<file path="config.mk">
export PLATFORM = sky130hd
export DESIGN_NAME = strip_ctrl
export DESIGN_NICKNAME = d
export VERILOG_FILES = /design/src/rtl/win_pkg.sv /design/src/rtl/bus_pkg.sv /design/src/rtl/strip_ctrl.sv
export SDC_FILE = /design/constraint.sdc
export NUM_CORES = 1
export LEC_CHECK = 0
export BUFFER_PORTS_ARGS = -buffer_cell sky130_fd_sc_hd__buf_2
export CORE_MARGIN = 2
export CORE_UTILIZATION = 35
export CTS_BUF_LIST = sky130_fd_sc_hd__clkbuf_16
export DETAILED_ROUTE_END_ITERATION = 6
export SYNTH_ARGS = -nofsm -noshare
export SYNTH_HDL_FRONTEND = slang
export SYNTH_SLANG_ARGS = --single-unit
</file>
<file path="constraint.sdc">
create_clock -name clk -period 1.9 [get_ports clk]
set_clock_uncertainty 0.2 [all_clocks]
set_input_delay 0.285 -clock clk [delete_from_list [all_inputs] [get_ports clk]]
set_output_delay 0.285 -clock clk [all_outputs]
set_load 0.01 [all_outputs]
</file>
<file path="src/rtl/win_pkg.sv">
package win_pkg;

	localparam int WIN_SIZE      = 16;		// window edge in pixels.
	localparam int STRIP_ROWS    = 16;		// rows held in the strip.
	localparam int STRIP_BYTES   = 80;		// strip width, one byte per pixel.
	localparam int WORD_PIXELS   = 4;		// pixels packed in one memory word.
	localparam int WORDS_PER_ROW = STRIP_BYTES / WORD_PIXELS;	// 20 words per frame row.
	localparam int MAX_OFFSET    = STRIP_BYTES - WIN_SIZE;	// rightmost window start, 64.

	// one 8-bit pixel.
	typedef logic [7:0] pixel_t;

	// memory word, leftmost pixel in the top byte.
	typedef logic [WORD_PIXELS*8-1:0] word_t;

	// strip row index, 0 to 15.
	typedef logic [$clog2(STRIP_ROWS)-1:0] row_idx_t;

	// word column inside a row, 0 to 19.
	typedef logic [$clog2(WORDS_PER_ROW)-1:0] col_idx_t;

	// window column offset, 0 to 64.
	typedef logic [$clog2(MAX_OFFSET+1)-1:0] offset_t;

	// flat 16x16 window, pixel (k, m) sits at bits (k*16+m)*8.
	typedef logic [WIN_SIZE*WIN_SIZE*8-1:0] window_t;

endpackage : win_pkg
</file>
<file path="src/rtl/bus_pkg.sv">
package bus_pkg;

	localparam int FRAME_ROWS = 64;		// rows in the external frame.
	localparam int FRAME_WORDS = FRAME_ROWS * win_pkg::WORDS_PER_ROW;	// 1280 words.

	// frame row number.
	typedef logic [$clog2(FRAME_ROWS)-1:0] frame_row_t;

	// word address, frame row * 20 + word column.
	typedef logic [$clog2(FRAME_WORDS)-1:0] mem_addr_t;

	// host command opcode.
	typedef enum logic {
		fill,		// load the whole 16-row strip.
		scroll		// shift down one row, load the new bottom row.
	} cmd_op_t;

	// job controller states.
	typedef enum logic [1:0] {
		idle,		// waiting for cmd_req.
		run,		// words being fetched.
		ack_hi,		// first cycle of cmd_ack, scroll row updated here.
		ack_wait	// cmd_ack held until cmd_req drops.
	} ctrl_state_t;

endpackage : bus_pkg

</file>
<file path="src/rtl/strip_ctrl.sv">
`timescale 1ns/100ps

module strip_ctrl (
	input  logic                clk,
	input  logic                rst_n,
	input  logic                cmd_req,		// host request, four-phase.
	input  bus_pkg::cmd_op_t    cmd_op,			// fill or scroll.
	input  bus_pkg::frame_row_t cmd_row,		// base row for a fill.
	output logic                cmd_ack,		// job finished.
	output logic                start,			// one-cycle counter restart.
	output logic                scroll_mode,	// job is a scroll.
	output bus_pkg::frame_row_t base_row,		// first frame row of the job.
	output logic                rd_go,			// fetch word at counter address.
	input  logic                word_done,		// reader finished a word.
	input  logic                last			// that word closes the job.
);

	bus_pkg::ctrl_state_t state;			// job state.
	bus_pkg::frame_row_t  next_row;			// frame row the next scroll fetches.

	assign cmd_ack = (state == bus_pkg::ack_hi) || (state == bus_pkg::ack_wait);	// held until req drops.

	always_ff @(posedge clk or negedge rst_n) begin
		if (!rst_n) begin
			state       <= bus_pkg::idle;
			start       <= 1'b0;
			rd_go       <= 1'b0;
			scroll_mode <= 1'b0;
			base_row    <= '0;
			next_row    <= bus_pkg::frame_row_t'(win_pkg::STRIP_ROWS);	// scroll before fill reads row 16.
		end else begin
			start <= 1'b0;		// pulses by default.
			rd_go <= 1'b0;
			case (state)
				bus_pkg::idle: begin
					if (cmd_req) begin
						scroll_mode <= (cmd_op == bus_pkg::scroll);
						base_row    <= (cmd_op == bus_pkg::scroll) ? next_row : cmd_row;	// scroll ignores cmd_row.
						start       <= 1'b1;
						state       <= bus_pkg::run;
					end
				end
				bus_pkg::run: begin
					if (start) begin
						rd_go <= 1'b1;		// counter is at word 0 now.
					end else if (word_done) begin
						if (last)
							state <= bus_pkg::ack_hi;	// ack one cycle after last word.
						else
							rd_go <= 1'b1;	// counter steps on the same edge.
					end
				end
				bus_pkg::ack_hi: begin
					// strip now starts one row lower after a scroll, at base after a fill.
					if (scroll_mode)
						next_row <= base_row + 1'b1;
					else
						next_row <= base_row + bus_pkg::frame_row_t'(win_pkg::STRIP_ROWS);
					state <= bus_pkg::ack_wait;
				end
				bus_pkg::ack_wait: begin
					if (!cmd_req)
						state <= bus_pkg::idle;	// ack falls with it.
				end
				default: state <= bus_pkg::idle;
			endcase
		end
	end

	// host keeps the request up for the whole job.
	a_req_held: assert property (@(posedge clk) disable iff (!rst_n)
		(state == bus_pkg::run) && !cmd_ack |-> cmd_req)
		else $error("cmd_req dropped before cmd_ack");

endmodule : strip_ctrl

</file>
; ---- After elaboration in Yosys (flattened, before gate mapping)
; Index checks and enable logic that the tools add are counted.
[totals]
register_bits = 17
inputBits = 12
out_inout_bits = 10
elab_cells = 34
[classes]
addsub = 2
eq_ne = 8
n_mux = 14
n_reduce_logical = 4
[op_table]
columns = operator, count
row1 = $mux W6, 2
row2 = $mux W2, 5
row3 = $ne A2 B2 Y1 const B, 5
row4 = $pmux W2 S4, 1
row5 = $add A6 B1 Y6 const B, 1
row6 = $add A6 B5 Y6 const B, 1
row7 = $mux W1, 6
row8 = $reduce_and A5 Y1, 1
row9 = $eq A2 B2 Y1 const B, 2
row10 = $eq A2 B1 Y1 const B, 1
row11 = $logic_not A2 Y1, 1
row12 = $reduce_and A2 Y1, 1
row13 = $logic_or A1 B1 Y1, 1

; ---- Logic depth before layout (Yosys ltp)
; Gate-level depths: netlist of run 1.
[depth]
word_depth = 4
mapped_depth = 7
ltp_nobuf = 5

; ---- Worst setup path before layout of run 1
; Ideal clock, no wire load.
[synth_timing]
path_kind = reg2reg
from = register state[0]
to = register state[1]
setup_ps = 125
arrival_time_ps = 1453
required_ps = 1575
setup_slack_ps = 122
stages_incl_launch_ff = 6
n_path_buf = 0
synth_period_minus_slack_ps = 1778
path_cell_list = dfrtp_1 -> inv_1 -> ha_1 -> nor2b_4 -> a2111oi_4 -> mux2_4
[synth_between]
elab_chain_len = 3
word_cells_on_any_way = 11
classes_between = eq/ne (8) / mux (1) / reduce/logical (2)
[synth_rtl]
columns = item, line
row1 = "start, declared", strip_ctrl.sv:18  ; bus_pkg::ctrl_state_t state;
row2 = "start signal, assigned", strip_ctrl.sv:25  ; state <= bus_pkg::idle;
row3 = "start signal, assigned", strip_ctrl.sv:40  ; state <= bus_pkg::run;
row4 = "start signal, assigned", strip_ctrl.sv:48  ; state <= bus_pkg::ack_hi;
row5 = "$eq A2 B1 Y1, or another cell as far along", strip_ctrl.sv:34  ; case (state)
row6 = $ne A2 B2 Y1 (no line), -
row7 = $reduce_and A5 Y1 (no line), -
; Several ways; a longest one is shown, not always the timed one.
; A chain may end at the register's enable or synchronous reset.

; ---- Final worst setup path of run 1
[layout_timing]
from = register state[1]
to = register state[1]
; The elaborated chain is that of the path after synthesis.

==> metrics.cfg, run 1 <==
[logic_synthesis]
syn_area_um2 = 956
ys_types = 31
syn_inst = 90
ys_top_cells_by_area = dfrtp_1 42%, ha_1 7.9%, mux2i_1 7.3%, a21oi_1 5.2%, nor2_1 4.3%
yosysWarnings = 0
syn_nets = 108
ys_ff_latch = 17
synth_top_cell_area_share = 0.419
synth_area_per_cell_um2 = 10.6
yosys.area.top_type = dfrtp_1
seq_area_frac_synth = 0.446

[floorplanning]
rows = 18
io_pins = 22
dieArea_um2 = 3170
dieWidth_um = 56.3
design.core.area_um2 = 2520
die_h_um = 56.3
initial_core_util = 0.379

[pwr]
p_per_area_nw_per_um2 = 1770
p_leak_uw = 0.000576
ir_worst_vdd_mv = 0.761
power_uw = 2140

[drt]
ant_nets = 0
routedWlPerCell_um = 13.1
viasPerCell = 4.82
vias = 703
dr.pass1.iters = 4
totalWireLength_mm = 1.92
dr.first_iter.drc_count = 17
route.detailed.drc = 0

[placed_design]
routabilityCongestion = 0.700
portBuffers = 21
place_area_um2 = 1110
hpwlAfterDp_mm = 1.41
placed_cells = 140

[clock_tree]
worstSkewPairLatency_ns = 0.25
clock_path_buffers = 2
clockRootBuffer = clkbuf_16
cts_max_level = 1
clock-sinks = 17
cts_tree = built
numCtsBuffers = 3
path_clk_slew_ns = 0.05

[timing]
fin_crit_sh = 0.974
maxSlewViolCount = 0
fin_tns_setup_ns = 0
rsz0062_at_grt = true
post-route-min-period_ns = 1.85
max_slew_margin = 0.741
fmax_ghz = 0.540
hold_violations = 0
setup_viol = 0
worstMarginPinSlew_ns = 0.388

[final_layout]
layout.cells.non_filler = 146
multi_input_area_um2 = 500
register_area_um2 = 427
syn_to_final_growth_pct = 26.3
layout-drive-gt1-share = 0.336
finalInstanceArea_um2 = 1210
final_common_cell = buf_2
fin_util = 0.479
num_antenna_cells = 0
fill_cells = 251
final_nets = 135
mostFrequentLayoutCells = 21 x buf_2, 16 x dfrtp_1, 11 x nor2_1, 10 x a21oi_1, 7 x mux2i_1

[worst_setup_path]
cp-end-kind = register
path_max_fanout = 4
startpoint_type = register
worstPathArrival_ns = 1.78
critPathRequiredTime_ns = 1.83
crit_type = reg -> reg

[global_routing]
grt_pass1_vias = 668
overflow = 0
grt_pass1_wl_mm = 3.15
grt_usage = 0.131
grt_max_degree = 18
antenna_found_initial = 0

[min_path]
hp-class = in -> reg

[run]
max_cap_viol_count = 0

[outcome]
status = finished clean

-- routing by layer --
metal | part of all wire | global-route usage | vias to the layer above | routed length, um
met5 | 0 | 0 | - | 0
met1 | 0.48 | 0.175 | 324 | 927
met2 | 0.46 | 0.185 | 14 | 888
met4 | 0.0052 | 0.0544 | 0 | 10
met3 | 0.048 | 0.0553 | 2 | 93
li1 | - | - | 363 | -
-- cell usage after synthesis --
cell type and count:
dfrtp_1 16, nor2_1 11, a21oi_1 10, mux2i_1 7, ha_1 6, buf_2 3, inv_1 3, nand3_1 3
nand4_1 3, nor2b_1 3, and2_1 2, clkbuf_1 2, nand2_1 2, xor2_1 2, a2111oi_4 1, a211oi_1 1
a21o_1 1, a2bb2oi_1 1, a311oi_1 1, a31o_2 1, and2b_1 1, dfstp_2 1, mux2_2 1, mux2_4 1
nand2b_4 1, nor2b_4 1, nor4bb_1 1, o21a_1 1, or2_2 1, or3_1 1, xnor2_1 1
-- state kept, by name, indices dropped and copies added (netlist names) --
signal / flops
start: 1
next_row: 6
state: 2
scroll_mode: 1
rd_go: 1
base_row: 6
-- worst paths after layout --
path / startpoint / end / slack [ns] / depth (start not counted)
max: state[1] / state[1] / 0.05 / 5
min: cmd_row[4] / base_row[4] / 0.13 / 3
max reg2reg: state[1] / state[1] / 0.05 / 5
min reg2reg: next_row[1] / next_row[1] / 0.32 / 2
max in group asynchronous: rst_n / next_row[4] / 0.90 / 2
min in group asynchronous: rst_n / base_row[2] / 0.29 / 2
-- through the flow --
step | hold slack [ns] | worst slack [ns]
3_3_place_gp | 0.0304 | 0.0856
3_5_place_dp | 0.0322 | 0.0206
5_1_grt | 0.138 | -0.00682
2_1_floorplan | -0.211 | 0.122
4_1_cts | 0.131 | 0.00599
6_report | 0.133 | 0.0492
-- report_power, final --
group	internal (uW)	leakage, uW	switching [uW]	total [uW]
logic	525	0.000340	471	996
registers	544	0.000194	188	732
clock network	279	0.0000423	133	412
-- repair_timing --
| action | 4_1_cts | 5_1_grt |
|---|---|---|
| resized for setup | 0 | 2 |
| pin swaps | 0 | 1 |
| hold buffers | 1 | 0 |
| setup buffers | 1 | 0 |
| hold endpoints to repair | 16 | 0 |
| cloned | 0 | 0 |
| setup endpoints to repair | 1 | 2 |
-- critical path, cell delays in order (launching register included) --
cell       delay (ns)
dfrtp_1          0.40
inv_1            0.10
ha_2             0.20
nor2b_4          0.13
a2111oi_4        0.38
mux2_4           0.33
-- area by class of cell --
type	instances	area share
Inverter	3	0.00933
Timing Repair Buffer	27	0.126
Clock inverter	1	0.00311
Tap cell	30	0.0311
Multi-Input combinational cell	65	0.415
Sequential cell	17	0.353
Clock buffer	3	0.0622
-- kinds of logic after synthesis --
group | count (synthesis) | share of synthesized area
simple gates | 30 | 0.179
compound gates | 17 | 0.132
flops | 17 | 0.446
mux | 9 | 0.101
buf+inv | 8 | 0.0353
fa+ha+maj | 6 | 0.0785
xor+xnor | 3 | 0.0275
Note: power is estimated with default switching activity, not from simulation.
==> run 2: changes to the inputs <==
- BUFFER_PORTS_ARGS: -buffer_cell sky130_fd_sc_hd__buf_2 -> -buffer_cell sky130_fd_sc_hd__buf_4
- GPL_TIMING_DRIVEN: unset -> 0
- PLACE_DENSITY: unset -> 0.57
==> metrics.cfg, run 2 (synthesis gave the netlist of run 1 again) <==
[final_layout]
register_area_um2 = 429
mostFrequentLayoutCells = 21 x buf_4, 14 x dfrtp_1, 11 x nor2_1, 10 x a21oi_1, 7 x mux2i_1
syn_to_final_growth_pct = 31.5
reg_top3 = base_row: 6 flops, next_row: 6 flops, state: 2 flops
final_nets = 135
final_common_cell = buf_4
layout-drive-gt1-share = 0.353
multi_input_area_um2 = 510
num_antenna_cells = 0
fill_cells = 253

[pwr]
ir_worst_vdd_mv = 0.951
power_uw = 2200
p_leak_uw = 0.000582
p_per_area_nw_per_um2 = 1750

[clock_tree]
worstSkewPairLatency_ns = 0.25
path_clk_slew_ns = 0.05
cts_tree = built
clockRootBuffer = clkbuf_16
cts_max_level = 1
clock_path_buffers = 2
clock-sinks = 17
numCtsBuffers = 3

[timing]
fmax_ghz = 0.551
rsz0062_at_grt = false
fin_ws_ns = 0.0842
worstMarginPinSlew_ns = 0.554
fin_crit_sh = 0.956
max_slew_margin = 0.630
post-route-min-period_ns = 1.82
maxSlewViolCount = 0
hold_violations = 0
setup_viol = 0

[drt]
dr.first_iter.drc_count = 13
routedWlPerCell_um = 13.1
route.detailed.drc = 0
viasPerCell = 4.88
vias = 713
ant_nets = 0
dr.pass1.iters = 4
totalWireLength_mm = 1.91

[worst_setup_path]
startpoint_type = register
critPathRequiredTime_ns = 1.83
cp-end-kind = register
cp_slowest_stage_delay_ns = 0.44
path_delay_family = flip-flops
cp_num_buf_inv = 0
worst_path_max_delay_cell = dfrtp_2
worstPathArrival_ns = 1.74
crit_type = reg -> reg
path_cells = ha_2 -> and2_1 -> a2111oi_4 -> mux2_4
path_max_fanout = 4

[floorplanning]
initial_core_util = 0.379
io_pins = 22
rows = 18
dieWidth_um = 56.3
dieArea_um2 = 3170
design.core.area_um2 = 2520
die_h_um = 56.3

[outcome]
status = finished clean

[global_routing]
grt_max_degree = 18
grt_pass1_wl_mm = 3.28
grt_pass1_vias = 680
antenna_found_initial = 0
overflow = 0
grt_usage = 0.130

[placed_design]
hpwlAfterDp_mm = 1.40
routabilityCongestion = 0.692
portBuffers = 20
dpl_worst_slack_ns = 0.0231

[run]
max_cap_viol_count = 0

[min_path]
hp-class = in -> reg

-- run 2: cell types whose count changed in the layout (fill, tap and decap cells not counted), sizes merged --
cell / before / now
buf: 26 / 24
clkbuf: 3 / 5
-- run 2: layer usage --
layer	share of wire	vias to the layer above	track usage
li1	-	363	-
met1	0.51	330	0.201
met2	0.44	18	0.176
met3	0.047	2	0.0276
met4	0.0052	0	0.0408
met5	0	-	0
-- run 2: final timing paths --
check	cells after the start	slack, ns	from	end
setup / recovery	4	0.08	state[1]	state[1]
hold / removal	3	0.14	cmd_row[5]	base_row[5]
setup reg to reg	4	0.08	state[1]	state[1]
hold reg to reg	1	0.33	start	rd_go
max in group asynchronous	2	1.01	rst_n	next_row[4]
min in group asynchronous	2	0.24	rst_n	next_row[2]
-- run 2: worst reg2reg max path, delay by kind of cell (launching register included) --
family,cells,cell delay [ns]
adder cells (fa/ha/maj),1,0.19
AND/OR/NAND/NOR,1,0.16
flip-flops,1,0.44
multiplexers,1,0.33
AO/OA/AOI/OAI,1,0.38
-- run 2: area by class of cell --
cell class,count,share of cell area
repair buffers,22,0.133
plain buffers,5,0.0179
well taps,30,0.0299
multi-input cells,65,0.406
clock buffers,3,0.0597
inverters,3,0.00896
flip-flops and latches,17,0.341
clock inverters,1,0.00299
-- run 2: repair_timing --
action,4_1_cts,5_1_grt
buffers inserted,1,0
hold buffers,1,0
gates cloned,0,0
hold endpoints to repair,17,0
pin swaps,0,1
setup endpoints to repair,1,2
resized for setup,1,6
-- run 2: power breakdown --
| group | total [uW] | leakage, uW | internal, uW | switching [uW] |
|---|---|---|---|---|
| Combinational | 1070 | 0.000348 | 568 | 497 |
| Sequential | 723 | 0.000192 | 549 | 174 |
| Clock | 415 | 0.0000423 | 279 | 136 |
-- run 2: per-stage QoR --
step                      TNS (ns)  utilization  hold WS, ns  cells  area (um^2)
final                            0        0.499        0.140    146         1260
after global placement           0        0.453      -0.0328    140         1140
after detailed placement         0        0.453      -0.0315    140         1140
after CTS                 -0.00542        0.493        0.138    146         1240
after floorplan                  0            -       -0.211     90          956
after global routing             0        0.499        0.144    146         1260
