File: src/rtl/win_pkg.sv
package win_pkg;

	localparam int WIN_SIZE      = 16;		// window edge in pixels.
	localparam int STRIP_ROWS    = 16;		// rows held in the strip.
	localparam int STRIP_BYTES   = 80;		// strip width, one byte per pixel.
	localparam int WORD_PIXELS   = 4;		// pixels packed in one memory word.
	localparam int WORDS_PER_ROW = STRIP_BYTES / WORD_PIXELS;	// 20 words per frame row.
	localparam int MAX_OFFSET    = STRIP_BYTES - WIN_SIZE;	// rightmost window start, 64.

	// one 8-bit pixel.
	typedef logic [7:0] pixel_t;

	// memory word, leftmost pixel in the top byte.
	typedef logic [WORD_PIXELS*8-1:0] word_t;

	// strip row index, 0 to 15.
	typedef logic [$clog2(STRIP_ROWS)-1:0] row_idx_t;

	// word column inside a row, 0 to 19.
	typedef logic [$clog2(WORDS_PER_ROW)-1:0] col_idx_t;

	// window column offset, 0 to 64.
	typedef logic [$clog2(MAX_OFFSET+1)-1:0] offset_t;

	// flat 16x16 window, pixel (k, m) sits at bits (k*16+m)*8.
	typedef logic [WIN_SIZE*WIN_SIZE*8-1:0] window_t;

endpackage : win_pkg
File: src/rtl/bus_pkg.sv
package bus_pkg;

	localparam int FRAME_ROWS = 64;		// rows in the external frame.
	localparam int FRAME_WORDS = FRAME_ROWS * win_pkg::WORDS_PER_ROW;	// 1280 words.

	// frame row number.
	typedef logic [$clog2(FRAME_ROWS)-1:0] frame_row_t;

	// word address, frame row * 20 + word column.
	typedef logic [$clog2(FRAME_WORDS)-1:0] mem_addr_t;

	// host command opcode.
	typedef enum logic {
		fill,		// load the whole 16-row strip.
		scroll		// shift down one row, load the new bottom row.
	} cmd_op_t;

	// job controller states.
	typedef enum logic [1:0] {
		idle,		// waiting for cmd_req.
		run,		// words being fetched.
		ack_hi,		// first cycle of cmd_ack, scroll row updated here.
		ack_wait	// cmd_ack held until cmd_req drops.
	} ctrl_state_t;

endpackage : bus_pkg

File: src/rtl/word_counter.sv
`timescale 1ns/100ps

module word_counter (
	input  logic                clk,
	input  logic                rst_n,
	input  logic                start,			// restart at word 0.
	input  logic                scroll_mode,	// only the bottom row is fetched.
	input  bus_pkg::frame_row_t base_row,		// frame row of strip row 0, or the scroll row.
	input  logic                step,			// advance one word.
	output win_pkg::row_idx_t   row,			// strip row for placement.
	output win_pkg::col_idx_t   col,			// word column.
	output bus_pkg::mem_addr_t  mem_addr,		// word address in the frame.
	output logic                first,			// first word of a scroll.
	output logic                last			// final word of the job.
);

	win_pkg::row_idx_t   row_cnt;			// rows fetched so far in a fill.
	bus_pkg::frame_row_t frame_row;			// frame row of the current word.

	always_ff @(posedge clk or negedge rst_n) begin
		if (!rst_n) begin
			row_cnt <= '0;
			col     <= '0;
		end else if (start) begin
			row_cnt <= '0;
			col     <= '0;
		end else if (step) begin
			if (col == win_pkg::col_idx_t'(win_pkg::WORDS_PER_ROW - 1)) begin
				col     <= '0;		// wrap to the next row.
				row_cnt <= row_cnt + 1'b1;
			end else begin
				col <= col + 1'b1;
			end
		end
	end

	assign row = scroll_mode ? win_pkg::row_idx_t'(win_pkg::STRIP_ROWS - 1) : row_cnt;	// scroll lands in row 15.
	assign frame_row = scroll_mode ? base_row : base_row + bus_pkg::frame_row_t'(row_cnt);
	assign mem_addr = bus_pkg::mem_addr_t'(frame_row) * bus_pkg::mem_addr_t'(win_pkg::WORDS_PER_ROW)
		+ bus_pkg::mem_addr_t'(col);	// row * 20 + col.

	assign first = scroll_mode && (col == '0);		// this word triggers the shift.
	assign last = (col == win_pkg::col_idx_t'(win_pkg::WORDS_PER_ROW - 1)) &&
		(scroll_mode || (row_cnt == win_pkg::row_idx_t'(win_pkg::STRIP_ROWS - 1)));

endmodule : word_counter

File: config.mk
export PLATFORM = sky130hd
export DESIGN_NAME = word_counter
export DESIGN_NICKNAME = d
export VERILOG_FILES = /design/src/rtl/win_pkg.sv /design/src/rtl/bus_pkg.sv /design/src/rtl/word_counter.sv
export SDC_FILE = /design/constraint.sdc
export NUM_CORES = 1
export LEC_CHECK = 0
export BUFFER_PORTS_ARGS = -buffer_cell sky130_fd_sc_hd__buf_2
export CORE_UTILIZATION = 27
export DETAILED_ROUTE_END_ITERATION = 8
export PLACE_DENSITY = 0.49
export SLEW_MARGIN = 5
export SYNTH_ARGS = -nofsm -noshare
export SYNTH_HDL_FRONTEND = slang
export SYNTH_SLANG_ARGS = --single-unit
File: constraint.sdc
create_clock -name clk -period 5.9 [get_ports clk]
set_input_delay 1.18 -clock clk [delete_from_list [all_inputs] [get_ports clk]]
set_output_delay 1.18 -clock clk [all_outputs]
set_load 0.02 [all_outputs]
Word-level counts from Yosys, hierarchy flattened

Index checks and enable logic that the tools add are counted.

Register bits after elaboration: 9
Memory bits (read-only): 0
Latch bits: 0
Memories kept: 0
Output and inout bits: 22
Input bits: 11
RAM bits: 0

Multiplexer cells: 8
Bitwise gates (word level): 0
Multiply operators: 1
Add/subtract/negate cells: 4
Div/mod/pow operators: 0
Order comparisons: 0
Reduce and logical (&&, ||, !) cells: 7
Shift-type cells: 0
Equality and inequality tests: 2

Operator list:

| cell                | number |
|---|---|
| $mux 4              | 4 |
| $mux 5              | 3 |
| $add 11x5->11       | 1 |
| $mul 6x3->9 const B | 1 |
| $add 6x4->6         | 1 |
| $mux 6              | 1 |
| $add 5x1->5 const B | 1 |
| $eq 5x5->1 const B  | 1 |
| $logic_not 5->1     | 1 |
| $add 4x1->4 const B | 1 |
| $eq 4x4->1 const B  | 1 |
| $reduce_bool 2->1   | 2 |
| $logic_and 1x1->1   | 2 |
| $reduce_and 2->1    | 1 |
| $logic_or 1x1->1    | 1 |

Depth between registers and ports, before layout

Gate-level depths: netlist of run 1.

Depth in word-level cells: 4
Gate-level depth with buffers: 15

Worst setup path after synthesis of run 1

No wires, ideal clock.

Path kind: in2out
From: in base_row[0]
To: out mem_addr[10]
Data required time: 4.720 ns
Slack: 0.418 ns
Buffers on the path: 0
Arrival: 4.302 ns
Cell stages on the path: 14
Path through: ha_1 > fa_1 > a211oi_2 > nor3_2 > xnor2_1 > inv_2 > xnor2_1 > ha_1 > a21o_1 > a21oi_1 > xor2_1 > or4_1 > nand2_1 > xnor2_1

Cells in the longest elaborated chain, start to end: 4

Ends and longest elaborated chain:

| item               | line               | RTL |
|---|---|---|
| start: declaration | word_counter.sv:8  | `input bus_pkg::frame_row_t base_row,` |
| $add 6x4->6        | word_counter.sv:38 | `assign frame_row = scroll_mode ? base_row : base_row + bus_pkg::frame_row_t'(row_cnt);` |
| $mux 6 *           | word_counter.sv:38 |  |
| $mul 6x3->9 *      | word_counter.sv:39 | `assign mem_addr = bus_pkg::mem_addr_t'(frame_row) * bus_pkg::mem_addr_t'(win_pkg::WORDS_PER_ROW)` |
| $add 11x5->11 *    | word_counter.sv:40 | `+ bus_pkg::mem_addr_t'(col);` |
| end: declaration   | word_counter.sv:12 | `output bus_pkg::mem_addr_t mem_addr,` |

Mark *: on every way between the ends. The rest lies on a longest branch, timed or not.

Final worst setup path of run 1

Same ends and word-level chain as after synthesis.

==> flow_summary.ini, run 1 <==
[logic_synthesis]
syn_area_sq_mm = 0.00121
ys_ff_latch = 9
syn_avg_cell_area_sq_um = 8.48
yosys_warnings = 0
synthTopCellsByArea = dfrtp_1 (19%), ha_1 (17%), xnor2_1 (7.2%)
yosysTopAreaCell = dfrtp_1
netlist.area_leader.share = 0.186
ys_seq_area_frac = 0.186
async_reset_ff_frac = 1.00
ys_types = 44
synth_edf_count = 0
ys.flop_type = dfrtp_1
syn_inst = 143
syn_nets = 173

[pwr]
pwr_density_cell_mw_per_mm2 = 166
pwr-share-clk = 0.290
p_seq_frac = 0.259
power_frac_comb = 0.451
p_leak_nw = 0.737
p_int_uw = 157
finalPower_uw = 250
swShare = 0.372
power_switching_uw = 92.8
vdd_ir_drop_max_mv = 0.0880

[outcome]
outcome = complete, no violations

[sta]
finClkSkew_ps = 1.39
fmax_mhz = 177
finalHoldViolations = 0
relSlewSlack = 0.744
tightest_slew_ps = 384
rsz0062_at_grt = false
fin_ws_ps = 262
fin_setup_tns_ps = 0
drv_slew = 0
fin_crit_sh = 0.956
final-setup-viol-count = 0
holdWs_ps = 623
period_needed_ps = 5640

[place]
hpwl_um = 2220
placed_cells = 223
pre_cts_ws_ps = 115
placed_cell_area_sq_mm = 0.00142
place.gp.congestion = 0.757
port_buffers = 32

[layout]
final_util = 0.349
final_cell_mix = buf_2 (32), nor2_1 (16), ha_1 (16)
fin_cells = 230
final_area_sq_mm = 0.00151
final_common_cell = buf_2
regArea_sq_um = 225
syn_to_final_growth_pct = 24.4
drive_gt1_frac = 0.331
nFillCells = 481
antenna_cells = 0
layout.nets = 209
multi_input_comb_area_sq_um = 948

[floorplan]
start_util = 0.280
io-pin-count = 33
die_y_um = 69.0
die_w_um = 69.0
rows = 24
core_sq_mm = 0.00432
die-area_sq_mm = 0.00476

[hold_path]
whs_endpoint = row_cnt[3]$_DFFE_PN0P_
hp-class = flip-flop to flip-flop
hold_start = row_cnt[3]$_DFFE_PN0P_
min_delay_path_depth = 2

[grt]
antenna_found_initial = 0
grt_pass1_vias = 1134
grt_max_degree = 18
grt_pass1_wl_um = 4690
grt-ovfl-total = 0
track_usage = 0.115

[clock_tree]
root_buffer = clkbuf_8
clk_latency_ps = 230
htreeDepth = 1
tritoncts.num_buffers = 3
cts_hold_buffers = 0
cts_buffer_depth = 2
cts_sinks = 9
cts_tree = built
clkSlewWorstSetupHoldPaths_ps = 50

[routing]
post_drt_wl_per_cell_um = 12.0
ant_nets = 0
drc = 0
routed_via_density = 4.91
wl_um = 2760
num_vias = 1130
dr.pass1.iters = 4
drt_iter0_drc = 27

[setup_path]
cp.required_ps = 4720
r2r_start = col[0]$_DFFE_PN0P_
r2r_cells = 6
critPathMaxFanout = 3
cp-start-kind = primary input
cp.arrival_ps = 4460
crit_type = primary input to output port
regToRegEndpoint = row_cnt[3]$_DFFE_PN0P_
endpoint_kind = output port
r2r_setup_slack_ps = 4120

[flow_run]
cap_violations = 0
-- synthesized netlist by cell type, types with 3 or more instances --
cell and n:
fa_1 3, xor2_1 6, dfrtp_1 9, or2_2 4, ha_1 16, a21oi_1 11
nor3_1 3, xnor2_1 10, clkbuf_1 3, inv_1 4, nand3_1 5, nor2_1 16
nand2_1 13
-- cell type report --
class / count / area share
well taps: 52 / 0.0432
multi-input cells: 122 / 0.629
repair buffers: 38 / 0.136
flip-flops and latches: 9 / 0.149
inverters: 5 / 0.0124
clock buffers: 4 / 0.0299
-- registers in the layout, summed over array words and instances (netlist names) --
name     cells
row_cnt      4
col          5
-- worst max-delay path, stage by stage --
cell and delay, ps:
buf_2 120, ha_1 230, fa_1 420, xnor2_1 170, nor2_1 50, a21oi_1 180
inv_1 70, ha_1 200, ha_1 220, fa_1 410, xnor2_1 180, nand3b_1 190
or4_1 480, nand2_1 90, xnor2_1 110, buf_2 180
-- how the worst max path moves through the flow --
stage	startpoint	cells past startpoint	slack, ps	to
after global placement	base_row[3]	14	220	mem_addr[10]
after global routing	base_row[0]	16	60	mem_addr[10]
after floorplan	base_row[0]	14	420	mem_addr[10]
after CTS	base_row[0]	16	100	mem_addr[10]
after detailed placement	base_row[0]	16	120	mem_addr[10]
final	base_row[0]	16	260	mem_addr[10]
-- metal layers --
metal  global-route usage  wire [um]  share of wire  vias to the layer above
li1                     -          -              -                      571
met1                0.140       1240           0.45                      525
met2                0.208       1370           0.50                       30
met3               0.0161        119          0.043                        4
met4               0.0340         28          0.010                        0
met5                    0          0              0                        -
-- kinds of logic (layout without fill, tap and decap cells) --
family                     count (synthesis)  in the layout  share of synthesized area
and+or+nand+nor                           56             56                      0.239
DFF                                        9              9                      0.186
muxes                                      4              4                     0.0351
AOI/OAI and AO/OA                         26             26                      0.147
buffers and inverters                     12             47                     0.0495
xor gates and xnor gates                  17             17                      0.129
adders and majority gates                 19             19                      0.215
-- power groups by stage --
stage	sequential [mW]	clock (mW)	combinational (mW)
finish	0.0648	0.0724	0.113
global route	0.0649	0.0770	0.124
CTS	0.0648	0.0744	0.109
global placement	0.0656	0	0.107
floorplan	0.0666	0	0.0786
detailed placement	0.0657	0	0.109
-- what timing repair did --
item | CTS | global route
gates resized for setup | 0 | 3
setup buffers | 0 | 3
endpoints found under the setup margin | 0 | 1
Power figures use the tool's default switching activity.
==> run 2, diff against run 1 <==
--- a/config.mk
+++ b/config.mk
@@ -9,7 +9,9 @@
 export CORE_UTILIZATION = 27
 export DETAILED_ROUTE_END_ITERATION = 8
 export PLACE_DENSITY = 0.49
+export REMOVE_ABC_BUFFERS = 1
 export SLEW_MARGIN = 5
 export SYNTH_ARGS = -nofsm -noshare
 export SYNTH_HDL_FRONTEND = slang
 export SYNTH_SLANG_ARGS = --single-unit
+export TNS_END_PERCENT = 1
==> run 2 against run 1 <==
Net effect:
- hold slack worse by 21 ps
- register-to-register slack better by 20 ps
- clock power down 2%
- final cell count down 0.87%
- via count down 1.9%
- final area down 1.2%
- clock-buffer cell count unchanged
- non-clock buffer count down 2
- critical path type unchanged
- largest power group unchanged
==> flow_summary.ini, run 2 (synthesized netlist as in run 1, its figures left out) <==
[layout]
syn_to_final_growth_pct = 22.8
final_cell_mix = buf_2 (32), nor2_1 (16), ha_1 (16)
regMostFlops = col
antenna_cells = 0
reg_top3 = col x5, row_cnt x4
largest_register_ffs = 5
drive_gt1_frac = 0.324
layout.nets = 207
final_area_sq_mm = 0.00149
final_common_cell = buf_2

[setup_path]
crit_type = primary input to output port
r2r_start = col[0]$_DFFE_PN0P_
cp.arrival_ps = 4450
timing.critical_path.to = mem_addr[10]
endpoint_kind = output port
r2r_cells = 6
regToRegEndpoint = row_cnt[3]$_DFFE_PN0P_
startpoint = base_row[0]
critPathMaxFanout = 4
cp-start-kind = primary input
r2r_setup_slack_ps = 4140
cp.required_ps = 4720

[clock_tree]
root_buffer = clkbuf_8
tritoncts.num_buffers = 3
cts_hold_buffers = 0
cts_tree = built
htreeDepth = 1
cts_buffer_depth = 2
clkSlewWorstSetupHoldPaths_ps = 50
cts_sinks = 9
clk_latency_ps = 230

[sta]
tightest_slew_ps = 359
rsz0062_at_grt = false
period_needed_ps = 5630
final-setup-viol-count = 0
fmax_mhz = 178
finClkSkew_ps = 4.11
fin_crit_sh = 0.954
relSlewSlack = 0.761
finalHoldViolations = 0
fin_ws_ps = 269
drv_slew = 0
fin_setup_tns_ps = 0

[flow_run]
cap_violations = 0

[grt]
grt_pass1_wl_um = 4530
grt-ovfl-total = 0
track_usage = 0.113
grt_pass1_vias = 1063
antenna_found_initial = 0
grt_max_degree = 18

[routing]
post_drt_wl_per_cell_um = 11.6
dr.pass1.iters = 3
num_vias = 1109
routed_via_density = 4.86
drt_iter0_drc = 13
ant_nets = 0
drc = 0
wl_um = 2650

[pwr]
vdd_ir_drop_max_mv = 0.107
swShare = 0.367
power_frac_comb = 0.449
pwr_density_cell_mw_per_mm2 = 165
power_switching_uw = 90.5
p_seq_frac = 0.263
finalPower_uw = 246
p_int_uw = 156
p_leak_nw = 0.724
pwr-share-clk = 0.287

[floorplan]
die_w_um = 69.0
die-area_sq_mm = 0.00476
core_sq_mm = 0.00432
rows = 24
io-pin-count = 33
start_util = 0.280
die_y_um = 69.0

[place]
placed_cell_area_sq_mm = 0.00141
hpwl_um = 2200
port_buffers = 32
pre_cts_ws_ps = 98.5
place.gp.congestion = 0.760

[outcome]
outcome = complete, no violations

[hold_path]
hp-class = flip-flop to flip-flop
[run 2: power groups by stage]
stage	logic [mW]	clock network, mW	registers, mW
6_report	0.111	0.0708	0.0648
5_1_grt	0.122	0.0767	0.0650
4_1_cts	0.109	0.0733	0.0648
3_5_place_dp	0.109	0	0.0658
3_3_place_gp	0.106	0	0.0656
2_1_floorplan	0.0724	0	0.0681
[run 2: through the flow]
step | utilization | instances | hold WS [ps]
after floorplan | - | 136 | 550
after global placement | 0.326 | 222 | 596
after detailed placement | 0.326 | 222 | 605
after CTS | 0.337 | 226 | 611
after global routing | 0.344 | 228 | 653
final | 0.344 | 228 | 602
[run 2: how the worst min path moves through the flow]
stage                                 startpoint                     end  depth (start not counted)
after CTS                 row_cnt[3]$_DFFE_PN0P_  row_cnt[3]$_DFFE_PN0P_                          2
after global placement    row_cnt[3]$_DFFE_PN0P_  row_cnt[3]$_DFFE_PN0P_                          2
after detailed placement  row_cnt[3]$_DFFE_PN0P_  row_cnt[3]$_DFFE_PN0P_                          2
final                     row_cnt[3]$_DFFE_PN0P_  row_cnt[3]$_DFFE_PN0P_                          2
after global routing      row_cnt[3]$_DFFE_PN0P_  row_cnt[3]$_DFFE_PN0P_                          2
after floorplan           row_cnt[3]$_DFFE_PN0P_  row_cnt[3]$_DFFE_PN0P_                          2
[run 2: final cells by class]
| cell class | instances | area [sq um] |
|---|---|---|
| Inverter | 5 | 18.8 |
| Fill cell | 485 | 2840 |
| Timing Repair Buffer | 36 | 190 |
| Clock buffer | 4 | 45.0 |
| Sequential cell | 9 | 225 |
| Multi-Input combinational cell | 122 | 945 |
| Tap cell | 52 | 65.1 |
[run 2: routing by layer]
layer  global-route usage  vias up  wire (um)
met5                    0        -          0
met4               0.0272        0          0
met2                0.217       19       1370
li1                     -      570          -
met1                0.133      520       1220
met3              0.00877        0         64
[run 2: repair_timing]
item                                    in CTS  in global routing
endpoints found under the hold margin        0                  0
resized for setup                            0                  3
endpoints found under the setup margin       0                  1
buffers inserted                             0                  2
[run 2: critical path: stages]
cell	delay, ps
buf_2	110
ha_1	220
fa_1	420
a211oi_2	220
nor3_2	70
xnor2_1	210
inv_2	110
xnor2_2	170
fa_1	460
xnor2_1	180
nand3b_1	240
or4_1	490
nand2_1	90
xnor2_1	100
buf_2	170
