**src/rtl/win_pkg.sv**
```systemverilog
package win_pkg;

	localparam int WIN_SIZE      = 16;		// window edge in pixels.
	localparam int STRIP_ROWS    = 16;		// rows held in the strip.
	localparam int STRIP_BYTES   = 80;		// strip width, one byte per pixel.
	localparam int WORD_PIXELS   = 4;		// pixels packed in one memory word.
	localparam int WORDS_PER_ROW = STRIP_BYTES / WORD_PIXELS;	// 20 words per frame row.
	localparam int MAX_OFFSET    = STRIP_BYTES - WIN_SIZE;	// rightmost window start, 64.

	// one 8-bit pixel.
	typedef logic [7:0] pixel_t;

	// memory word, leftmost pixel in the top byte.
	typedef logic [WORD_PIXELS*8-1:0] word_t;

	// strip row index, 0 to 15.
	typedef logic [$clog2(STRIP_ROWS)-1:0] row_idx_t;

	// word column inside a row, 0 to 19.
	typedef logic [$clog2(WORDS_PER_ROW)-1:0] col_idx_t;

	// window column offset, 0 to 64.
	typedef logic [$clog2(MAX_OFFSET+1)-1:0] offset_t;

	// flat 16x16 window, pixel (k, m) sits at bits (k*16+m)*8.
	typedef logic [WIN_SIZE*WIN_SIZE*8-1:0] window_t;

endpackage : win_pkg
```
**src/rtl/bus_pkg.sv**
```systemverilog
package bus_pkg;

	localparam int FRAME_ROWS = 64;		// rows in the external frame.
	localparam int FRAME_WORDS = FRAME_ROWS * win_pkg::WORDS_PER_ROW;	// 1280 words.

	// frame row number.
	typedef logic [$clog2(FRAME_ROWS)-1:0] frame_row_t;

	// word address, frame row * 20 + word column.
	typedef logic [$clog2(FRAME_WORDS)-1:0] mem_addr_t;

	// host command opcode.
	typedef enum logic {
		fill,		// load the whole 16-row strip.
		scroll		// shift down one row, load the new bottom row.
	} cmd_op_t;

	// job controller states.
	typedef enum logic [1:0] {
		idle,		// waiting for cmd_req.
		run,		// words being fetched.
		ack_hi,		// first cycle of cmd_ack, scroll row updated here.
		ack_wait	// cmd_ack held until cmd_req drops.
	} ctrl_state_t;

endpackage : bus_pkg

```
**src/rtl/strip_if.sv**
```systemverilog
`timescale 1ns/100ps

interface strip_if;

	win_pkg::word_t    data;		// captured memory word.
	win_pkg::row_idx_t row;			// strip row to write.
	win_pkg::col_idx_t col;			// word column to write.
	logic              load;		// one-cycle write strobe.
	logic              new_row;		// shift up before placing at row 15, col 0.

	modport src (
		output data, row, col, load, new_row
	);

	modport dst (
		input data, row, col, load, new_row
	);

endinterface : strip_if

```
**src/rtl/mem_reader.sv**
```systemverilog
`timescale 1ns/100ps

module mem_reader (
	input  logic               clk,
	input  logic               rst_n,
	input  logic               go,			// start one word read.
	input  bus_pkg::mem_addr_t addr,		// word address to read.
	input  win_pkg::row_idx_t  row,			// placement row.
	input  win_pkg::col_idx_t  col,			// placement column.
	input  logic               shift,		// shift the strip with this word.
	output logic               mem_req,		// four-phase request.
	output bus_pkg::mem_addr_t mem_addr,	// stable while mem_req is high.
	input  logic               mem_ack,		// memory acknowledge.
	input  win_pkg::word_t     mem_data,	// valid with mem_ack.
	output logic               done,		// word written to the strip.
	strip_if.src               sif
);

	win_pkg::word_t    data_q;		// captured word.
	win_pkg::row_idx_t row_q;
	win_pkg::col_idx_t col_q;
	logic              shift_q;		// word opens a new row.
	logic              drop_wait;	// req dropped, waiting for ack to fall.

	always_ff @(posedge clk or negedge rst_n) begin
		if (!rst_n) begin
			mem_req   <= 1'b0;
			mem_addr  <= '0;
			shift_q   <= 1'b0;
			drop_wait <= 1'b0;
			done      <= 1'b0;
		end else begin
			done <= 1'b0;
			if (go) begin
				mem_addr <= addr;		// held for the whole read.
				shift_q  <= shift;
				mem_req  <= 1'b1;
			end else if (mem_req && mem_ack) begin
				mem_req   <= 1'b0;		// phase 3, data taken.
				drop_wait <= 1'b1;
			end else if (drop_wait && !mem_ack) begin
				drop_wait <= 1'b0;		// phase 4 seen.
				done      <= 1'b1;
			end
		end
	end

	always_ff @(posedge clk) begin
		if (go) begin
			row_q <= row;
			col_q <= col;
		end
		if (mem_req && mem_ack)
			data_q <= mem_data;		// sampled on ack.
	end

	assign sif.data    = data_q;
	assign sif.row     = row_q;
	assign sif.col     = col_q;
	assign sif.load    = done;				// strip write with word_done.
	assign sif.new_row = done && shift_q;

	// controller waits for done before the next go.
	a_go_idle: assert property (@(posedge clk) disable iff (!rst_n)
		go |-> !mem_req && !drop_wait && !done)
		else $error("read started while previous read busy");

endmodule : mem_reader

```
**src/flat_wrapper.sv**
```systemverilog
// flat-port wrapper written by rule: the top's interface ports become plain ports
module mem_reader_flat 
  (clk, rst_n, go, addr, row, col, shift, mem_req, mem_addr, mem_ack, mem_data, done, sif_data, sif_row, sif_col, sif_load, sif_new_row);
  strip_if sif_i ();
  input  logic clk;
  input  logic rst_n;
  input  logic go;
  input  bus_pkg::mem_addr_t addr;
  input  win_pkg::row_idx_t row;
  input  win_pkg::col_idx_t col;
  input  logic shift;
  output logic mem_req;
  output bus_pkg::mem_addr_t mem_addr;
  input  logic mem_ack;
  input  win_pkg::word_t mem_data;
  output logic done;
  output wire logic [$bits(sif_i.data)-1:0] sif_data;
  output wire logic [$bits(sif_i.row)-1:0] sif_row;
  output wire logic [$bits(sif_i.col)-1:0] sif_col;
  output wire logic [$bits(sif_i.load)-1:0] sif_load;
  output wire logic [$bits(sif_i.new_row)-1:0] sif_new_row;
  assign sif_data = sif_i.data;
  assign sif_row = sif_i.row;
  assign sif_col = sif_i.col;
  assign sif_load = sif_i.load;
  assign sif_new_row = sif_i.new_row;
  mem_reader u_core (.clk(clk), .rst_n(rst_n), .go(go), .addr(addr), .row(row), .col(col), .shift(shift), .mem_req(mem_req), .mem_addr(mem_addr), .mem_ack(mem_ack), .mem_data(mem_data), .done(done), .sif(sif_i));
endmodule
```
**config.mk**
```make
export PLATFORM = sky130hd
export DESIGN_NAME = mem_reader_flat
export DESIGN_NICKNAME = d
export VERILOG_FILES = /design/src/rtl/win_pkg.sv /design/src/rtl/bus_pkg.sv /design/src/rtl/strip_if.sv /design/src/rtl/mem_reader.sv /design/src/flat_wrapper.sv
export SDC_FILE = /design/constraint.sdc
export NUM_CORES = 1
export LEC_CHECK = 0
export ABC_AREA = 1
export BUFFER_PORTS_ARGS = -buffer_cell sky130_fd_sc_hd__buf_4
export CORE_ASPECT_RATIO = 0.6
export CORE_MARGIN = 1.5
export CORE_UTILIZATION = 25
export CTS_CLUSTER_DIAMETER = 60
export DETAILED_ROUTE_END_ITERATION = 10
export PLACE_DENSITY = 0.54
export SYNTH_ARGS = -nofsm -noshare
export SYNTH_HDL_FRONTEND = slang
export SYNTH_SLANG_ARGS = --single-unit
```
**constraint.sdc**
```tcl
create_clock -name clk -period 1.66 [get_ports clk]
set_clock_uncertainty 0.05 [all_clocks]
set_input_delay 0.332 -clock clk [delete_from_list [all_inputs] [get_ports clk]]
set_output_delay 0.332 -clock clk [all_outputs]
set_load 0.01 [all_outputs]
```
## Yosys cells after proc, flatten, opt, wreduce, memory -nomap -nowiden

Cells that the tools add are included.

| storage, ports and cells | value |
|---|---|
| logic and storage cells | 23 |
| bits of input ports | 57 |
| register bits | 56 |

| cells by class | value |
|---|---|
| muxes and demuxes | 7 |
| reduce and logical (&&, ||, !) cells | 7 |
| bitwise gates (word level) | 1 |

Operators with widths:

| cell | number |
|---|---|
| $mux 1 | 7 |
| $reduce_bool 2->1 | 2 |
| $logic_and 1x1->1 | 3 |
| $reduce_and 2->1 | 1 |
| $logic_not 1->1 | 1 |
| $not 1->1 | 1 |

## Depth between registers and ports, before layout

Gate-level depths: netlist of run 1.

| logic depth | value |
|---|---|
| word-level depth | 5 |
| mapped depth | 4 |
| depth with buffers taken out | 3 |

## Least setup slack after synthesis of run 1

No wires, ideal clock.

| path | value |
|---|---|
| path kind | reg2reg |
| start | register u_core.mem_req |
| end | register u_core.data_q[0] (netlist: u_core.sif.data[0]), enable pin |
| path buffers | 0 |
| path slack | 116 ps |
| period minus slack after synthesis | 1544 ps |
| required time | 1223 ps |
| data arrival time | 1107 ps |
| library setup time | 387 ps |
| cell stages (with the launch flop) | 3 |
| path through | dfrtp_1 -> nand2_1 -> inv_1 |

| between the ends | value |
|---|---|
| cells in the longest elaborated chain, start to end | 1 |

RTL lines:

| what | RTL line | RTL |
|---|---|---|
| start: declaration | mem_reader.sv:11 | `output logic mem_req,` |
| start signal: assignment | mem_reader.sv:27 | `mem_req <= 1'b0;` |
| start signal: assignment | mem_reader.sv:37 | `mem_req <= 1'b1;` |
| start signal: assignment | mem_reader.sv:39 | `mem_req <= 1'b0;` |
| $logic_and 1x1->1 | mem_reader.sv:53 | `if (mem_req && mem_ack)` |
| end signal: assignment | mem_reader.sv:54 | `data_q <= mem_data;` |
| end: declaration | mem_reader.sv:19 | `win_pkg::word_t data_q;` |

Every way passes these cells.
A chain may end at the register's enable or synchronous reset.

## Final worst setup path of run 1

| path | value |
|---|---|
| start | register u_core.done |
| end | output sif_new_row |

| between the ends | value |
|---|---|
| cells in the longest elaborated chain, start to end | 1 |

RTL lines:

| what | RTL line | RTL |
|---|---|---|
| start: declaration | mem_reader.sv:15 | `output logic done,` |
| start signal: assignment | mem_reader.sv:31 | `done <= 1'b0;` |
| start signal: assignment | mem_reader.sv:33 | `done <= 1'b0;` |
| start signal: assignment | mem_reader.sv:43 | `done <= 1'b1;` |
| $logic_and 1x1->1 | mem_reader.sv:61 | `assign sif.new_row = done && shift_q;` |
| end: declaration | flat_wrapper.sv:21 | `output wire logic [$bits(sif_i.new_row)-1:0] sif_new_row;` |

Every way passes these cells.

==> results.md, run 1 <==
* RSZ-0062 raised after global routing: false
* Antenna diode count at 0
* IR drop worst, VDD at 0.000351 V
* CTS H-tree depth at 2
* Row cnt at 23
* Starting Density at 0.265
* Yosys cell types at 10
* Die area at 7800 um2
* Leakage power at 1.34 nW
* TritonCTS clock tree: done
* CP startpoint kind: register
* Die width at 113 um
* #FFs+latches synth at 56
* Setup-failing EPs final at 0
* Final Hold Fails at 0
* Initial antenna violation count at 0
* Final Max Tran Viols at 0
* Routed WL at 4290 um
* Drt drc at 0
* Layout area overhead at 60.1%
* Max FO, Critical Path at 3
* Grt met1 use at 0.161
* First-pass GRT wire length at 6700 um
* Setup Buffers After CTS at 0
* Placement Setup Slack at 0.498 ns
* Post-Syn Area at 1820 um2
* Most area-consuming cells after synthesis: edfxtp_1 68%, dfrtp_1 21%, nand2_1 8.1%
* DIE HEIGHT at 69.0 um
* Via Count at 1,213
* CP Data Arrival Time at 0.92 ns
* CP Data Required Time at 1.28 ns
* Max-Cap Viols at 0
* Cells after synthesis at 106
* Yosys warns at 0
* Setup TNS at 0 ns
* Endpoint class of the critical path: output pin
* Post-synthesis sequential area ratio at 0.884
* Fraction of final layout cells sized beyond drive strength 1 at 0.533
* Cell accounting for the most synthesized area: edfxtp_1
* Reg clk slew, reported paths at 0.07 ns
* Clock Latency Late Sink at 0.28 ns
* Routability cong. at 0.730
* Worst-margin pin slew at 0.280 ns
* PwrDens at 1030 nW/um2
* Worst Hold Slack at 0.171 ns
* Post-synth top area share at 0.678
* Max-Slew Margin vs Limit at 0.813
* CTS root buf: clkbuf_16
* Detailed Route Iter0 Violations at 61
* Post-route ant nets at 0
* CTS Buffer Depth at 2
* Worst hold path type: input port to register
* Routed WL per cell at 13.7 um
* GRT met2 Usage at 0.160
* # IOs at 113
* GRT Overall Usage at 0.112
* Fin nets at 281
* Vias in the first global route at 1,277
* Total power at 0.00301 W
* Std-Cell Core Area at 6850 um2
* Period utilization at 0.782
* GRT met3 Usage at 0.0396
* Tmin final at 1.30 ns
* Detail Placement HPWL at 3270 um
* Post-CTS resize count at 0
* Net count after synthesis at 163
* Final worst slack at 0.363 ns
* Vias per Instance at 3.89
* 1st-pass router iterations at 4
* IO Port Bufs at 112
* Fmax at 771 MHz
* Largest net degree at the start of global routing at 33
* Clock sinks at 56
* Status: finished clean
* Syn_area_per_cell at 17.1 um2
* Gr busiest metal: met1
* Gr ovfl total at 0
* Setup CP Type: register to output pin
* TritonCTS buffer count at 5
[state kept, by name (all words and copies together) (netlist names)]
name / flops
u_core.done: 1
u_core.drop_wait: 1
u_core.mem_addr: 11
u_core.mem_req: 1
u_core.shift_q: 1
u_core.sif.col: 5
u_core.sif.data: 32
u_core.sif.row: 4
[metrics by stage]
stage | utilization | area (um2) | std cells
finish | 0.425 | 2910 | 312
global route | 0.425 | 2910 | 312
CTS | 0.425 | 2910 | 312
detailed placement | 0.403 | 2760 | 303
global placement | 0.403 | 2760 | 303
floorplan | - | 1820 | 106
[per-layer routing]
layer  vias to the layer above  routed length, um
met5                         -                  0
met4                         0                 36
met3                         2                342
met2                        57               1910
met1                       562               2000
li1                        592                  -
[cells in the final DEF, fill, tap and decap left out]
cell,instances
dfrtp_1,15
edfxtp_1,41
dlygate4sd3_1,1
clkbuf_1,2
nor3b_1,1
buf_4,112
nand2_1,39
nand3_1,1
buf_12,1
o21ai_0,2
inv_1,3
clkinv_2,1
inv_2,1
clkbuf_16,5
[power by group]
group / internal, W / switching, W / leakage, nW
combinational: 0.000208 / 0.000161 / 0.699
sequential: 0.00161 / 0.0000355 / 0.575
clock: 0.000559 / 0.000434 / 0.0679
total: 0.00238 / 0.000631 / 1.34
[cell type report]
cell class,instances,area (um2)
fill,657,3940
sequential,56,1610
timing repair buffer,114,871
multi-input combinational,43,169
clock buffer,7,133
tap,87,109
inverter,4,15.0
clock inverter,1,5.00
[cells in the mapped netlist (all sizes together)]
library cell / count
nand2: 39
buf: 3
dfrtp: 15
inv: 4
nor3b: 1
edfxtp: 41
o21ai: 2
nand3: 1
[worst paths after layout]
| check | from | endpoint | slack [ns] | depth (start not counted) |
|---|---|---|---|---|
| setup / recovery | u_core.done | sif_new_row | 0.36 | 3 |
| hold / removal | mem_data[16] | u_core.sif.data[16] | 0.17 | 1 |
| setup reg to reg | u_core.mem_req | u_core.sif.data[31] | 0.55 | 3 |
| hold reg to reg | u_core.mem_addr[6] | u_core.mem_addr[6] | 0.42 | 2 |
| max in group asynchronous | rst_n | u_core.mem_addr[3] | 0.97 | 2 |
| min in group asynchronous | rst_n | u_core.mem_addr[4] | 0.41 | 2 |
[repair_timing]
| action | 4_1_cts | 5_1_grt |
|---|---|---|
| hold buffers | 1 | 0 |
| hold endpoints to repair | 15 | 0 |
| endpoints found under the setup margin | 0 | 0 |
[cell families after synthesis]
family | Yosys count | share of synthesized area
AO/OA/AOI/OAI | 2 | 0.00551
buffers and inverters | 7 | 0.0227
flip-flops | 56 | 0.884
AND/OR/NAND/NOR | 41 | 0.0875
[worst max-delay path, stage by stage, from the launching register on]
cell and delay, ns:
dfrtp_1 0.40, nand2_1 0.07, inv_1 0.04, buf_4 0.13
Power figures use the tool's default switching activity.
==> run 2: changes to the inputs <==
- PLACE_DENSITY: 0.54 -> 0.55
- clock period: 1.66 -> 1 ns (I/O delays scaled with it)
==> results.md, run 2 (synthesis gave the netlist of run 1 again) <==
* Final cell count without fillers at 318
* Largest net degree at the start of global routing at 24
* Final Max Tran Viols at 0
* Worst-margin pin slew at 0.233 ns
* Status: complete, but fails checks
* Setup-failing EPs final at 88
* GRT Overall Usage at 0.113
* TritonCTS buffer count at 5
* Max FO, Critical Path at 3
* IO Port Bufs at 112
* CTS Buffer Depth at 2
* Clock sinks at 56
* 1st-pass router iterations at 4
* Max-Cap Viols at 0
* CP startpoint kind: register
* Drt drc at 0
* Routed WL at 4240 um
* CP Data Arrival Time at 0.94 ns
* CTS H-tree depth at 2
* CTS root buf: clkbuf_16
* Setup TNS at -8.20 ns
* Final Hold Fails at 0
* Tmin final at 1.19 ns
* Detail Placement HPWL at 3260 um
* Row cnt at 23
* Worst path top cell family by delay: flip-flops
* Period utilization at 1.19
* Via Count at 1,229
* Layout area overhead at 74.2%
* First-pass GRT wire length at 6870 um
* Worst Hold Slack at 0.0376 ns
* IR drop worst, VDD at 0.000742 V
* Leakage power at 1.43 nW
* Initial antenna violation count at 0
* Fillers at 640
* Most frequent cells in the layout: 68 x buf_4, 50 x buf_6, 41 x edfxtp_1, 38 x nand2_1, 15 x dfrtp_1
* Endpoint class of the critical path: output pin
* Critical path, cell by cell: buf_4, buf_4
* Most common cell after layout, fill and taps aside: buf_4
* Buf/Inv on CP at 2
* Routed WL per cell at 13.3 um
* Clock Latency Late Sink at 0.28 ns
* Largest register FFs at 32
* PwrDens at 1640 nW/um2
* Top layer in use: met3
* Fraction of final layout cells sized beyond drive strength 1 at 0.558
* WL met2 at 1840 um
* Reg clk slew, reported paths at 0.07 ns
* Fmax at 843 MHz
* Die area at 7800 um2
* RSZ-0062 raised after global routing: true
* Vias per Instance at 3.86
* Starting Density at 0.265
* Post-route ant nets at 0
* Std-Cell Core Area at 6850 um2
* Reg2reg setup slack at -0.18 ns
* Total power at 0.00520 W
* Detailed Route Iter0 Violations at 25
* Max incr delay on CP at 0.38 ns
* Placement Setup Slack at -0.0677 ns
* CP dominant cell by count: buf_4
* Antenna diode count at 0
* DIE HEIGHT at 69.0 um
* Vias in the first global route at 1,323
* Inst Count DP at 307
* Final worst slack at -0.186 ns
* Gr ovfl total at 0
* Fin nets at 287
* Met3 routed WL at 438 um
* CP Data Required Time at 0.75 ns
* Setup CP Type: register to output pin
* Routability cong. at 0.720
* Worst hold path type: input port to register
* Failing checks: setup timing
* TritonCTS clock tree: done
* Max-Slew Margin vs Limit at 0.845
* # IOs at 113
* CP max stage cell: dfrtp_1
* Met1 WL at 1960 um
* Die width at 113 um
[run 2: cell count changes in the layout (fill, tap and decap cells not counted), sizes merged]
cell      before  now
inv            4    3
clkinvlp       0    2
clkinv         1    0
buf          113  119
[run 2: worst register-to-register path: stages, from the launching register on]
cell and delay [ns]:
dfrtp_1 0.38, buf_4 0.14, nand2_4 0.06, clkinvlp_4 0.11, buf_12 0.18
[run 2: metal layers]
metal  GRT usage  vias to the layer above
li1            -                      606
met4      0.0292                        0
met3      0.0466                        0
met1       0.154                      558
met2       0.167                       65
met5           0                        -
[run 2: cell type report]
type	instances	area, um2	share of cell area
clock buffer	7	143	0.0451
clock inverter	1	7.51	0.00237
inverter	4	18.8	0.00593
multi-input combinational	43	176	0.0558
sequential	56	1610	0.508
tap	87	109	0.0344
timing repair buffer	120	1100	0.349
[run 2: power by group]
part	total, W	switching [W]	internal, W
sequential	0.00275	0.0000787	0.00268
clock	0.00173	0.000729	0.000998
combinational	0.000720	0.000278	0.000442
total	0.00520	0.00109	0.00411
[run 2: timing repair]
action,CTS,global route
pin swaps,1,0
setup buffers,2,0
hold buffers,1,0
gates resized for setup,32,19
endpoints found under the setup margin,87,88
endpoints found under the hold margin,15,0
[run 2: path summary, 6_finish.rpt]
path,depth (start not counted),startpoint,endpoint
min reg2reg,2,u_core.shift_q,u_core.shift_q
min in group asynchronous,2,rst_n,u_core.mem_req
max,2,u_core.mem_req,mem_req
max reg2reg,4,u_core.mem_req,u_core.sif.data[20]
min,1,mem_data[9],u_core.sif.data[9]
max in group asynchronous,2,rst_n,u_core.mem_addr[6]
[run 2: stage by stage]
step	cell area, um2	util
after floorplan	1820	-
after global placement	2800	0.408
after detailed placement	2800	0.408
after CTS	3090	0.452
after global routing	3160	0.462
final	3160	0.462
